<file path="src/hdl/lockstep_pkg.sv">
// Shared types, register map and checksum step for the lockstep checksum peripheral
// Imported by the checksum units, the delay line, the comparator and the top level

package lockstep_pkg;

  localparam int DataW = 32;
  localparam int AdrW  = 1;
  localparam int CntW  = 16;

  // Bus word, also the width of the checksum
  typedef logic [DataW-1:0] wb_data_t;
  // Word address, two registers
  typedef logic [AdrW-1:0]  wb_adr_t;
  // Number of words folded into the checksum
  typedef logic [CntW-1:0]  cnt_t;

  // Register map
  localparam wb_adr_t AdrSum   = 1'b0;
  localparam wb_adr_t AdrCount = 1'b1;

  // Rotate left by one, then fold in the new word
  function automatic wb_data_t checksum_step(wb_data_t sum, wb_data_t word);
    return {sum[DataW-2:0], sum[DataW-1]} ^ word;
  endfunction

endpackage

</file>
<file path="src/hdl/checksum_unit.sv">
// Wishbone classic slave holding a rotating-XOR checksum and a word count
// Instantiated twice in the lockstep top, once as main and once as shadow

module checksum_unit import lockstep_pkg::*; (
  input  logic     clk_i,
  input  logic     rst_ni,
  input  logic     wb_cyc_i,
  input  logic     wb_stb_i,
  input  logic     wb_we_i,
  input  wb_adr_t  wb_adr_i,
  input  wb_data_t wb_dat_i,
  output wb_data_t wb_dat_o,
  output logic     wb_ack_o
);

  logic     ack_q;
  logic     access;
  wb_data_t sum_d, sum_q;
  cnt_t     cnt_d, cnt_q;
  wb_data_t rdata_d, rdata_q;

  // New access only while ack is low, so each cycle gets one ack
  assign access = wb_cyc_i & wb_stb_i & ~ack_q;

  ////////////////////
  // Register update
  ////////////////////

  always_comb begin
    sum_d = sum_q;
    cnt_d = cnt_q;
    if (wb_we_i) begin
      if (wb_adr_i == AdrSum) begin
        sum_d = checksum_step(sum_q, wb_dat_i);
        cnt_d = cnt_q + cnt_t'(1);
      end else begin
        // Clear both on a count write
        sum_d = '0;
        cnt_d = '0;
      end
    end
  end

  // Addressed register after the update, count zero-extended
  assign rdata_d = (wb_adr_i == AdrSum) ? sum_d : wb_data_t'(cnt_d);

  always_ff @(posedge clk_i or negedge rst_ni) begin
    if (!rst_ni) begin
      ack_q   <= 1'b0;
      sum_q   <= '0;
      cnt_q   <= '0;
      rdata_q <= '0;
    end else begin
      ack_q <= access;
      if (access) begin
        sum_q   <= sum_d;
        cnt_q   <= cnt_d;
        rdata_q <= rdata_d;
      end
    end
  end

  ////////////////////
  // Bus outputs
  ////////////////////

  // Data stays on the bus after ack, so state changes are visible to the comparator
  assign wb_dat_o = rdata_q;
  assign wb_ack_o = ack_q;

endmodule

</file>
<file path="src/hdl/input_delay.sv">
// Delays the master's bus signals toward the shadow unit by LockstepOffset cycles
// Also carries the fault-inject strobe, which flips bit 0 of the shadow's write data

module input_delay import lockstep_pkg::*; #(
  parameter int LockstepOffset = 2
) (
  input  logic     clk_i,
  input  logic     rst_ni,
  input  logic     wb_cyc_i,
  input  logic     wb_stb_i,
  input  logic     wb_we_i,
  input  wb_adr_t  wb_adr_i,
  input  wb_data_t wb_dat_i,
  input  logic     inject_fault_i,
  output logic     dly_cyc_o,
  output logic     dly_stb_o,
  output logic     dly_we_o,
  output wb_adr_t  dly_adr_o,
  output wb_data_t dly_dat_o
);

  localparam int Last = LockstepOffset - 1;

  // Stage 0 takes the inputs, the last stage feeds the shadow
  logic [LockstepOffset-1:0] cyc_q, stb_q, we_q, inj_q;
  wb_adr_t  [LockstepOffset-1:0] adr_q;
  wb_data_t [LockstepOffset-1:0] dat_q;

  always_ff @(posedge clk_i or negedge rst_ni) begin
    if (!rst_ni) begin
      cyc_q <= '0;
      stb_q <= '0;
      we_q  <= '0;
      inj_q <= '0;
      adr_q <= '0;
      dat_q <= '0;
    end else begin
      cyc_q <= {cyc_q[LockstepOffset-2:0], wb_cyc_i};
      stb_q <= {stb_q[LockstepOffset-2:0], wb_stb_i};
      we_q  <= {we_q[LockstepOffset-2:0], wb_we_i};
      inj_q <= {inj_q[LockstepOffset-2:0], inject_fault_i};
      adr_q <= {adr_q[LockstepOffset-2:0], wb_adr_i};
      dat_q <= {dat_q[LockstepOffset-2:0], wb_dat_i};
    end
  end

  assign dly_cyc_o = cyc_q[Last];
  assign dly_stb_o = stb_q[Last];
  assign dly_we_o  = we_q[Last];
  assign dly_adr_o = adr_q[Last];
  // Corrupt only the shadow's copy of the data
  assign dly_dat_o = dat_q[Last] ^ wb_data_t'(inj_q[Last]);

endmodule

</file>
<file path="src/hdl/shadow_reset_gen.sv">
// Holds the shadow unit in reset for LockstepOffset cycles after the main reset
// Releases it synchronously and enables comparison one cycle later

module shadow_reset_gen #(
  parameter int LockstepOffset = 2
) (
  input  logic clk_i,
  input  logic rst_ni,
  output logic shadow_rst_no,
  output logic cmp_en_o
);

  localparam int CntW = $clog2(LockstepOffset);

  logic [CntW-1:0] cnt_q, cnt_d;
  logic            cnt_done;
  logic            rst_set_q;
  logic            cmp_en_q;

  // Counter parks at LockstepOffset-1
  assign cnt_done = (cnt_q == CntW'(LockstepOffset - 1));
  assign cnt_d    = cnt_done ? cnt_q : cnt_q + CntW'(1);

  always_ff @(posedge clk_i or negedge rst_ni) begin
    if (!rst_ni) begin
      cnt_q     <= '0;
      rst_set_q <= 1'b0;
      cmp_en_q  <= 1'b0;
    end else begin
      cnt_q     <= cnt_d;
      rst_set_q <= cnt_done;
      cmp_en_q  <= rst_set_q;
    end
  end

  assign shadow_rst_no = rst_set_q;
  assign cmp_en_o      = cmp_en_q;

endmodule

</file>
<file path="src/hdl/lockstep_compare.sv">
// Compares the shadow unit's outputs against the main unit's outputs
// Main outputs are delayed LockstepOffset+1 cycles to line up with registered shadow outputs

module lockstep_compare import lockstep_pkg::*; #(
  parameter int LockstepOffset = 2
) (
  input  logic     clk_i,
  input  logic     rst_ni,
  input  logic     cmp_en_i,
  input  logic     main_ack_i,
  input  wb_data_t main_dat_i,
  input  logic     shadow_ack_i,
  input  wb_data_t shadow_dat_i,
  output logic     alert_major_o
);

  // One extra stage for the shadow output register
  localparam int OutputsOffset = LockstepOffset + 1;
  localparam int Last          = OutputsOffset - 1;

  logic     [OutputsOffset-1:0] main_ack_q;
  wb_data_t [OutputsOffset-1:0] main_dat_q;
  logic                         shadow_ack_q;
  wb_data_t                     shadow_dat_q;
  logic                         mismatch;
  logic                         alert_q;

  ////////////////////
  // Output delays
  ////////////////////

  // Filled with reset values while the units are held in reset
  always_ff @(posedge clk_i) begin
    main_ack_q   <= {main_ack_q[OutputsOffset-2:0], main_ack_i};
    main_dat_q   <= {main_dat_q[OutputsOffset-2:0], main_dat_i};
    shadow_ack_q <= shadow_ack_i;
    shadow_dat_q <= shadow_dat_i;
  end

  ////////////////////
  // Compare
  ////////////////////

  assign mismatch = (main_ack_q[Last] != shadow_ack_q) |
                    (main_dat_q[Last] != shadow_dat_q);

  // Sticky until reset
  always_ff @(posedge clk_i or negedge rst_ni) begin
    if (!rst_ni) begin
      alert_q <= 1'b0;
    end else if (cmp_en_i && mismatch) begin
      alert_q <= 1'b1;
    end
  end

  assign alert_major_o = alert_q;

endmodule

</file>
<file path="src/hdl/lockstep_top.sv">
// Dual-redundant Wishbone checksum peripheral with a delayed shadow copy
// The main unit serves the bus, the shadow replays it LockstepOffset cycles later
// Any divergence raises a sticky major alert

module lockstep_top import lockstep_pkg::*; #(
  parameter int LockstepOffset = 2
) (
  input  logic     clk_i,
  input  logic     rst_ni,
  input  logic     wb_cyc_i,
  input  logic     wb_stb_i,
  input  logic     wb_we_i,
  input  wb_adr_t  wb_adr_i,
  input  wb_data_t wb_dat_i,
  input  logic     inject_fault_i,
  output wb_data_t wb_dat_o,
  output logic     wb_ack_o,
  output logic     alert_major_o
);

  // Shadow bus, delayed copy of the master
  logic     sh_cyc, sh_stb, sh_we;
  wb_adr_t  sh_adr;
  wb_data_t sh_dat_in;
  wb_data_t sh_dat_out;
  logic     sh_ack;

  logic     shadow_rst_n;
  logic     cmp_en;

  // Main unit drives the outside bus
  checksum_unit u_main (
    .clk_i    (clk_i),
    .rst_ni   (rst_ni),
    .wb_cyc_i (wb_cyc_i),
    .wb_stb_i (wb_stb_i),
    .wb_we_i  (wb_we_i),
    .wb_adr_i (wb_adr_i),
    .wb_dat_i (wb_dat_i),
    .wb_dat_o (wb_dat_o),
    .wb_ack_o (wb_ack_o)
  );

  input_delay #(
    .LockstepOffset (LockstepOffset)
  ) u_input_delay (
    .clk_i          (clk_i),
    .rst_ni         (rst_ni),
    .wb_cyc_i       (wb_cyc_i),
    .wb_stb_i       (wb_stb_i),
    .wb_we_i        (wb_we_i),
    .wb_adr_i       (wb_adr_i),
    .wb_dat_i       (wb_dat_i),
    .inject_fault_i (inject_fault_i),
    .dly_cyc_o      (sh_cyc),
    .dly_stb_o      (sh_stb),
    .dly_we_o       (sh_we),
    .dly_adr_o      (sh_adr),
    .dly_dat_o      (sh_dat_in)
  );

  shadow_reset_gen #(
    .LockstepOffset (LockstepOffset)
  ) u_shadow_reset_gen (
    .clk_i         (clk_i),
    .rst_ni        (rst_ni),
    .shadow_rst_no (shadow_rst_n),
    .cmp_en_o      (cmp_en)
  );

  checksum_unit u_shadow (
    .clk_i    (clk_i),
    .rst_ni   (shadow_rst_n),
    .wb_cyc_i (sh_cyc),
    .wb_stb_i (sh_stb),
    .wb_we_i  (sh_we),
    .wb_adr_i (sh_adr),
    .wb_dat_i (sh_dat_in),
    .wb_dat_o (sh_dat_out),
    .wb_ack_o (sh_ack)
  );

  lockstep_compare #(
    .LockstepOffset (LockstepOffset)
  ) u_compare (
    .clk_i         (clk_i),
    .rst_ni        (rst_ni),
    .cmp_en_i      (cmp_en),
    .main_ack_i    (wb_ack_o),
    .main_dat_i    (wb_dat_o),
    .shadow_ack_i  (sh_ack),
    .shadow_dat_i  (sh_dat_out),
    .alert_major_o (alert_major_o)
  );

endmodule

</file>
<file path="config.mk">
export PLATFORM = sky130hd
export DESIGN_NAME = lockstep_top
export DESIGN_NICKNAME = d
export VERILOG_FILES = /design/src/hdl/lockstep_pkg.sv /design/src/hdl/checksum_unit.sv /design/src/hdl/input_delay.sv /design/src/hdl/shadow_reset_gen.sv /design/src/hdl/lockstep_compare.sv /design/src/hdl/lockstep_top.sv
export SDC_FILE = /design/constraint.sdc
export NUM_CORES = 1
export LEC_CHECK = 0
export ABC_CLOCK_PERIOD_IN_PS = 3150
export BUFFER_PORTS_ARGS = -buffer_cell sky130_fd_sc_hd__clkbuf_2
export CAP_MARGIN = 15
export CORE_ASPECT_RATIO = 1.75
export CORE_MARGIN = 5
export CORE_UTILIZATION = 60
export CTS_CLUSTER_SIZE = 20
export DETAILED_ROUTE_END_ITERATION = 7
export PLACE_DENSITY = 0.82
export SLEW_MARGIN = 40
export SYNTH_ARGS = -nofsm -noshare
export SYNTH_HDL_FRONTEND = slang
export SYNTH_HIERARCHICAL = 1
export SYNTH_SLANG_ARGS = --single-unit
</file>
<file path="constraint.sdc">
create_clock -name clk_i -period 3.15 [get_ports clk_i]
set_input_delay 0.4725 -clock clk_i [delete_from_list [all_inputs] [get_ports clk_i]]
set_output_delay 0.4725 -clock clk_i [all_outputs]
set_load 0.02 [all_outputs]
</file>
---- Word level (Yosys, flattened, before mapping) ----
Cells that the tools add are included.
operators by class
  eq/ne operators ......................... 2
  $add $sub $neg .......................... 3
  muxes and demuxes ....................... 11
  bitwise logic cells ..................... 10
  reductions and logical operators ........ 1
operators by type and width
  operator               number
  $mux 32                6
  $mux 16                4
  $xor 32x32->32         2
  $add 16x1->16 const B  2
  $ne 32x32->1           1
  $xor 32x1->32          1
  $and 1x1->1            4
  $not 1->1              2
  $add 1x1->1 const B    1
  $logic_and 1x1->1      1
  $mux 1                 1
  $ne 1x1->1             1
  $or 1x1->1             1
storage, ports and cells
  output and inout bits ................... 34
  register bits after elaboration ......... 372
  logic and storage cells ................. 53
  input port bits ......................... 39

---- Longest topological paths before layout ----
Gate-level depths: netlist (run 1).
  word-level depth ........................ 5
  depth in mapped cells ................... 7
  mapped depth without buffers ............ 6

---- Cells and area by module ----
The synthesis (run 1) kept the hierarchy.
modules (own cells, without submodules)
  module                     seq. area each (um^2)  times used  area an instance (um^2)  cells an instance
  checksum_unit at u_main    2026.9                 1           4027.6                   439
  checksum_unit at u_shadow  2026.9                 1           4016.4                   438
  lockstep_compare           2667.6                 1           3032.9                   179
  input_delay                1851.8                 1           2093.3                   106
  shadow_reset_gen           75.1                   1           78.8                     4

---- Worst setup path before layout (run 1) ----
No wires, ideal clock.
  path type ............................... register to register
  from .................................... register u_shadow_reset_gen.rst_set_q, in the netlist u_shadow_reset_gen/shadow_rst_no
  to ...................................... register u_shadow_reset_gen.cmp_en_q, in the netlist u_shadow_reset_gen/cmp_en_o
  setup time .............................. 0.324 ns
  path buffers ............................ 0
  clock period less this slack ............ 2.376 ns
  path slack .............................. 0.774 ns
  required time ........................... 2.826 ns
  cell stages (with the launch flop) ...... 1
  data arrival time ....................... 2.052 ns
  cells stage by stage .................... dfrtp_1
RTL lines
  what                      line                    text
  start: declaration        shadow_reset_gen.sv:17  logic rst_set_q;
  start signal: assignment  shadow_reset_gen.sv:31  rst_set_q <= cnt_done;
  end signal: assignment    shadow_reset_gen.sv:32  cmp_en_q <= rst_set_q;
  end: declaration          shadow_reset_gen.sv:18  logic cmp_en_q;
No word-level cell between the ends.

---- Worst setup path after layout (run 1) ----
  from .................................... register u_input_delay.we_q[1]
  to ...................................... register u_shadow.sum_q[21]
on the way
  cells in the longest elaborated chain, start to end .. 1
ends and longest elaborated chain
  what                      line                 text
  start: declaration        input_delay.sv:25    logic [LockstepOffset-1:0] cyc_q, stb_q, we_q, inj_q;
  start signal: assignment  input_delay.sv:40    we_q <= {we_q[LockstepOffset-2:0], wb_we_i};
  $mux 32                   checksum_unit.sv:32  if (wb_we_i) begin
  end signal: assignment    checksum_unit.sv:56  sum_q <= sum_d;
  end: declaration          checksum_unit.sv:18  wb_data_t sum_d, sum_q;
No other way between the ends.
A chain may end at the register's enable or synchronous reset.

==> metrics.txt, run 1 <==
Static Leak 6.21 nW; Hold Path Stages 1; Final Hold Fails 0; Clock power frac 33.1%; Port Buffer Count 72; Synth cell types 47; Clock Sinks 372; layout cells sized above 1 13.4%; Slew HR 43.9%; fillers 1,594; Num CTS Buffers 29; switching power 0.00294 W; Iteration-0 DRC Markers 499; Top FF cell, synth dfrtp_1; io pins 73; vias in the first global route 8,648; Setup Viol. Count Final 0; num rows 72; Post-Place Cells 1,456; Routed WL 27,400 microns; sequential share of power 54.5%; crit path capture type flip-flop; number of cells produced by synthesis 1,166; initial antenna violation count 0; fraction of registers with async set/reset 64.5%; DRT Pass-1 Iters 5; Area Growth Syn to Fin 10.2%; Ant. Diodes 0; post-layout util 66.5%; Mapped Area 0.0132 sq mm; Logic pwr share 12.5%; crit start category flip-flop; DIE WIDTH 122 microns; Critical Path RT 3600 ps; die height 207 microns; Net Sw Frac 27.1%; Synth Area per Inst 11.4 sq um; clock slew at reported path FFs 70 ps; Crit Path Class reg -> reg; routed vias 8,496; arrival time worst endpoint 2430 ps; Fmax achieved 505 MHz; placeable core area 0.0220 sq mm; Post CTS Setup Buffer Count 0; final-report max-slew violation count 0; Placer Congestion 0.840; slew at the pin closest to its max-slew limit 841 ps; outcome complete, no violations; # nets final 1,234; initial core utilization 60.3%; FF-to-FF path depth 3; Power Density 744 mW/mm^2; Ys Warns 6; fin cells 1,512; pin count of the biggest net entering global routing 87; CP Max Fanout 46; vias per inst 5.62; Final Skew 20.5 ps; CTS root buffer clkbuf_16; hold crit path type in -> reg; Max-Cap Viols 0; Tmin final 1980 ps; Seq/Total Area, Yosys 65.3%; P_int 0.00792 W; DR WL/cell 18.1 microns; H-tree depth 1; first-pass GRT wire length 44,500 microns; fin crit share 62.9%; setup TNS 0 ps; Post-synth EDFFs 0; antenna-violating nets left 0; die area 0.0253 sq mm; setup repair after global routing missed its margin no; post-DP HPWL 18,700 microns; Tot GR Track Use 22.4%; peak supply drop 0.658 mV; Residual DRC 0; Mapped Nets 1,207; CTS tree yes; GR Overflow Total 0; Seq cells post-synth 372; Max Root-Sink Buffers 3; post_cts resized 0; Skew-Pair Late Insertion Delay 570 ps
## per-layer routing
layer	global-route usage [%]	part of all wire [%]	up-vias	wire, microns
li1	-	-	4019	-
met5	0	0	-	0
met4	12.0	5.4	0	1480
met1	27.7	38	4160	10500
met2	38.3	52	245	14300
met3	2.59	4.1	72	1130
## critical path, cell delays in order, from the launching register on
cell and delay [ps]:
dfrtp_2 610, nand4b_1 560, buf_12 390, o31ai_1 300
## state kept, by name (all words and copies together), names as in the netlist, 2 cells and up
name,flops
u_compare/main_ack_q,3
u_compare/main_dat_q,96
u_compare/shadow_dat_q,32
u_input_delay/cyc_q,2
u_input_delay/dat_q,64
u_input_delay/inj_q,2
u_input_delay/stb_q,2
u_input_delay/we_q,2
u_main/cnt_q,16
u_main/sum_q,32
u_main/wb_dat_o,32
u_shadow/cnt_q,16
u_shadow/sum_q,32
u_shadow/wb_dat_o,32
## synth_stat cells (4+ instances only)
library cell  count  area (sq um)
xor2_1            5          43.8
nand2_1         175           657
nor3_1            8          40.0
dfxtp_1         132          2640
a211oi_1         30           225
nand2b_1          6          37.5
buf_2            22           110
inv_1             6          22.5
nand4_1          16           100
a31oi_1           9          56.3
buf_4            35           263
xnor2_1          96           841
clkbuf_1         37           139
dfrtp_1         240          6010
or3_1             4          25.0
a21oi_1          46           230
nor2_1           39           146
o31ai_1          74           556
nand3_1          12          60.1
and3_1            4          25.0
o21ai_0         121           606
o21ai_1           6          30.0
## cells by family after synthesis
family	count (synthesis)	synth area share [%]
AO/OA/AOI/OAI	296	13.5
XOR/XNOR	101	6.68
adder cells (fa/ha/maj)	2	0.189
buffers and inverters	106	4.32
flip-flops	372	65.3
other	1	0.0283
AND/OR/NAND/NOR	288	10.1
## final timing paths
path | start | slack (ps) | endpoint
setup / recovery | u_input_delay/we_q[1] | 1170 | u_shadow/sum_q[21]
setup reg to reg | u_input_delay/we_q[1] | 1170 | u_shadow/sum_q[21]
max in group asynchronous | rst_ni | 1830 | u_input_delay/we_q[1]
min in group asynchronous | u_shadow_reset_gen/shadow_rst_no | 350 | u_shadow/wb_dat_o[0]
hold / removal | wb_dat_i[0] | 40 | u_input_delay/dat_q[0]
hold reg to reg | u_compare/main_dat_q[6] | 310 | u_compare/main_dat_q[38]
## cell type report
type / instances / area, sq um / area share, %
inverter: 7 / 26.3 / 0.180
tap: 296 / 370 / 2.54
multi-input combinational: 688 / 4030 / 27.6
sequential: 372 / 8650 / 59.2
clock buffer: 38 / 821 / 5.62
timing repair buffer: 95 / 572 / 3.91
clock inverter: 16 / 133 / 0.908
## timing repair
| item | CTS | global route |
|---|---|---|
| hold endpoints to repair | 19 | 0 |
| endpoints found under the setup margin | 0 | 0 |
| hold buffers | 2 | 0 |
## stage by stage
| step | worst slack [ps] | instance area [sq um] | hold WS, ps | total power [W] |
|---|---|---|---|---|
| final | 1170 | 14600 | 38.3 | 0.0109 |
| after global routing | 943 | 14600 | 34.0 | 0.0114 |
| after CTS | 1190 | 14600 | 26.9 | 0.0109 |
| after detailed placement | 1160 | 13600 | 312 | 0.00734 |
| after global placement | 1210 | 13600 | 310 | 0.00725 |
| after floorplan | 651 | 13200 | 177 | 0.00681 |
## cell usage in the layout (no fill, tap or decap), types with 3 or more instances in the layout
master and count:
xnor2_1 96, o21ai_0 121, a21oi_1 46, clkinvlp_4 3
nand2b_1 6, clkbuf_2 71, o21ai_1 6, dfrtp_1 238
nand2_2 4, buf_4 19, a211oi_1 30, and2_1 3
or3_1 4, and3_1 4, o31ai_1 74, xor2_1 5
nand2_1 174, inv_1 6, and4_2 3, clkinv_2 6
dfxtp_1 132, clkbuf_16 30, clkbuf_1 4, clkbuf_8 5
nor3_1 8, nand4_1 16, nor2_1 39, a31oi_1 9
nand3_1 12
## power groups by stage
| stage | Sequential [W] | Clock [W] | Combinational, W |
|---|---|---|---|
| floorplan | 0.00592 | 0 | 0.000894 |
| global placement | 0.00596 | 0 | 0.00128 |
| detailed placement | 0.00600 | 0 | 0.00134 |
| CTS | 0.00592 | 0.00366 | 0.00137 |
| global route | 0.00600 | 0.00386 | 0.00150 |
| finish | 0.00592 | 0.00360 | 0.00135 |
Power figures use the tool's default switching activity.
==> inputs of run 2 (changes only) <==
--- a/config.mk
+++ b/config.mk
@@ -5,7 +5,8 @@
 export SDC_FILE = /design/constraint.sdc
 export NUM_CORES = 1
 export LEC_CHECK = 0
-export ABC_CLOCK_PERIOD_IN_PS = 3150
+export ABC_AREA = 1
+export ABC_CLOCK_PERIOD_IN_PS = 1950
 export BUFFER_PORTS_ARGS = -buffer_cell sky130_fd_sc_hd__clkbuf_2
 export CAP_MARGIN = 15
 export CORE_ASPECT_RATIO = 1.75
@@ -13,7 +14,7 @@
 export CORE_UTILIZATION = 60
 export CTS_CLUSTER_SIZE = 20
 export DETAILED_ROUTE_END_ITERATION = 7
-export PLACE_DENSITY = 0.82
+export PLACE_DENSITY = 0.81
 export SLEW_MARGIN = 40
 export SYNTH_ARGS = -nofsm -noshare
 export SYNTH_HDL_FRONTEND = slang
==> constraint.sdc (replaced) <==
create_clock -name clk_i -period 1.95 [get_ports clk_i]
set_input_delay 0.2925 -clock clk_i [delete_from_list [all_inputs] [get_ports clk_i]]
set_output_delay 0.2925 -clock clk_i [all_outputs]
set_load 0.02 [all_outputs]
==> run 2 against run 1 <==
  * Count of clock-buffer cells in the layout up 5
  * Highest routed layer unchanged
  * Cell area up 9.9%
  * Sequential cell count unchanged
  * Critical path depth up 1
  * Worst hold slack better by 150 ps
  * Combinational power up 69%
  * First-iteration DRC count up 47%
  * Synthesized area up 6.6%
  * Register-to-register slack worse by 850 ps
  * Via count up 19%
  * Clock power up 86%
  * Final cell count up 21%
  * Critical path type unchanged
==> metrics.txt, run 2 <==
top cells by area, synth dfrtp_1 (43%), dfxtp_1 (19%), nand2_1 (8.7%); Skew-Pair Late Insertion Delay 570 ps (about the same); Max-Cap Viols 0 (unchanged); max reg flops 96 (unchanged); top post-synthesis cells by count nand2_1 (329), dfrtp_1 (240), dfxtp_1 (132); area leader, netlist dfrtp_1; Slew HR 56.6% (+13 points); Max Root-Sink Buffers 3 (unchanged); CP Max Fanout 9 (-80%); setup TNS 0 ps (unchanged); crit start category flip-flop; most frequent cell after synthesis nand2_1; num rows 74 (+2.8%); outcome complete, no violations; most frequent cells in the layout nand2_1 (329), dfrtp_1 (238), dfxtp_1 (132); vias in the first global route 10,300 (+19%); number of cells produced by synthesis 1,433 (+23%); minimum hold slack 192 ps (+153 ps); Final Skew 15.9 ps (-4.65 ps); Critical Path RT 2380 ps (-1220 ps); Top FF cell, synth dfrtp_1; Setup Viol. Count Final 0 (unchanged); DIE WIDTH 126 microns (+3.0%); Tmin final 1630 ps (-348 ps); Largest regs u_compare/main_dat_q: 96 flops, u_input_delay/dat_q: 64 flops; layout cells sized above 1 16.3% (+2.8 points); final-report max-slew violation count 0 (unchanged); clock slew at reported path FFs 80 ps (about the same); antenna-violating nets left 0 (unchanged); setup repair after global routing missed its margin no; most flop-heavy register u_compare/main_dat_q; Mapped Area 0.0141 sq mm (+6.6%); P_int 0.0136 W (+72%); H-tree depth 1 (unchanged); initial antenna violation count 0 (unchanged); arrival time worst endpoint 2060 ps (-370 ps); Mapped Nets 1,474 (+22%); io pins 73 (unchanged); Seq/Total Area, Yosys 61.3% (-4.0 points); Synth Area per Inst 9.85 sq um (-13%); Clock power frac 36.1% (+3.0 points); routed vias 10,100 (+19%); Power Total 0.0185 W (+70%); post-layout util 69.1% (+2.6 points); Routed WL 31,500 microns (+15%); Post CTS Setup Buffer Count 0 (unchanged); hold crit path type in -> reg; initial core utilization 60.8% (+0.48 points); switching power 0.00489 W (+66%); DR WL/cell 17.2 microns (-5.0%); sequential share of power 51.6% (-2.9 points); Residual DRC 0 (unchanged); Tot GR Track Use 23.8% (+1.5 points); Area Growth Syn to Fin 13.7%; post-DP HPWL 20,100 microns (+7.7%); Num CTS Buffers 30 (+3.4%); Final Hold Fails 0 (unchanged); Iteration-0 DRC Markers 734 (+47%); crit path capture type flip-flop; fin crit share 83.8% (+21 points); post_cts resized 0 (unchanged); first-pass GRT wire length 52,100 microns (+17%); Port Buffer Count 72 (unchanged); # nets final 1,543 (+25%); CTS tree yes; placeable core area 0.0232 sq mm (+5.7%); Clock Sinks 372 (unchanged); Post-synth EDFFs 0 (unchanged); Fmax achieved 612 MHz (+21%); Net Sw Frac 26.4% (-0.70 points); fraction of registers with async set/reset 64.5% (unchanged); die height 213 microns (+3.1%); vias per inst 5.51 (-1.9%); CTS Hold Bufs 36 (+34); slew at the pin closest to its max-slew limit 650 ps (-191 ps); share of the synthesized area in the top cell type 42.5% (-2.8 points); Synth cell types 44 (-6.4%); Static Leak 7.28 nW (+17%); CTS root buffer clkbuf_16; Crit Path Class reg -> reg; pin count of the biggest net entering global routing 80 (-8.0%); Seq cells post-synth 372 (unchanged); DRT Pass-1 Iters 6 (+1); commonest non-fill, non-tap cell in the layout nand2_1; peak supply drop 0.974 mV (+48%); Placer Congestion 0.882 (+5.0%); Power Density 1150 mW/mm^2 (+55%); Ys Warns 6 (unchanged); die area 0.0268 sq mm (+6.1%); GR Overflow Total 0 (unchanged); Logic pwr share 12.3% (-0.2 points); Ant. Diodes 0 (unchanged)
[run 2: path summary, 6_finish.rpt]
path	from	endpoint	slack, ps	depth (start not counted)
hold / removal	wb_adr_i	u_input_delay/adr_q[0]	190	2
setup reg to reg	u_input_delay/dly_adr_o	u_shadow/wb_dat_o[26]	320	4
hold reg to reg	u_shadow_reset_gen/shadow_rst_no	u_shadow/sum_q[31]	220	0
min in group asynchronous	rst_ni	u_main/sum_q[10]	220	2
max in group asynchronous	u_shadow_reset_gen/shadow_rst_no	u_shadow/wb_dat_o[19]	1130	1
setup / recovery	u_input_delay/dly_adr_o	u_shadow/wb_dat_o[26]	320	4
[run 2: routing by layer]
metal  vias up  routed length (microns)  share of wire (%)  global-route usage, %
met5         -                        0                  0                      0
met4         0                     1440                4.6                   11.4
met3        97                     1500                4.7                   2.95
met2       349                    16600                 53                   42.0
met1      4880                    11900                 38                   29.1
li1       4760                        -                  -                      -
[run 2: critical path: stages, from the launching register on]
cell and delay (ps):
dfrtp_1 580, nand2_1 350, buf_4 280, o2111ai_1 140, o21ai_0 130
[run 2: cells by family (layout without fill, tap and decap cells)]
logic type	after synthesis	after routing	synth area share (%)
flip-flops	372	372	61.3
AND/OR/NAND/NOR	565	565	18.1
other	1	1	0.0266
adder cells (fa/ha/maj)	2	2	0.177
buffers and inverters	190	283	6.66
XOR/XNOR	55	55	3.41
AO/OA/AOI/OAI	248	248	10.4
[run 2: layout make-up]
cell class	instances	area [sq um]
Inverter	95	362
Tap cell	304	380
Fill cell	1587	7180
Timing Repair Buffer	132	1010
Clock buffer	43	881
Sequential cell	372	8650
Clock inverter	13	235
Multi-Input combinational cell	871	4540
[run 2: power groups by stage]
stage | sequential [W] | combinational, W | clock [W]
after floorplan | 0.00954 | 0.00150 | 0
after global placement | 0.00961 | 0.00211 | 0
after detailed placement | 0.00967 | 0.00219 | 0
after CTS | 0.00954 | 0.00228 | 0.00678
after global routing | 0.00967 | 0.00256 | 0.00711
final | 0.00955 | 0.00228 | 0.00669
[run 2: stage by stage]
step | setup WS [ps] | instances | area, sq um
final | 317 | 1830 | 16100
after global routing | 205 | 1830 | 16100
after CTS | 333 | 1830 | 16100
after detailed placement | 303 | 1738 | 14600
after global placement | 406 | 1738 | 14600
after floorplan | 439 | 1433 | 14100
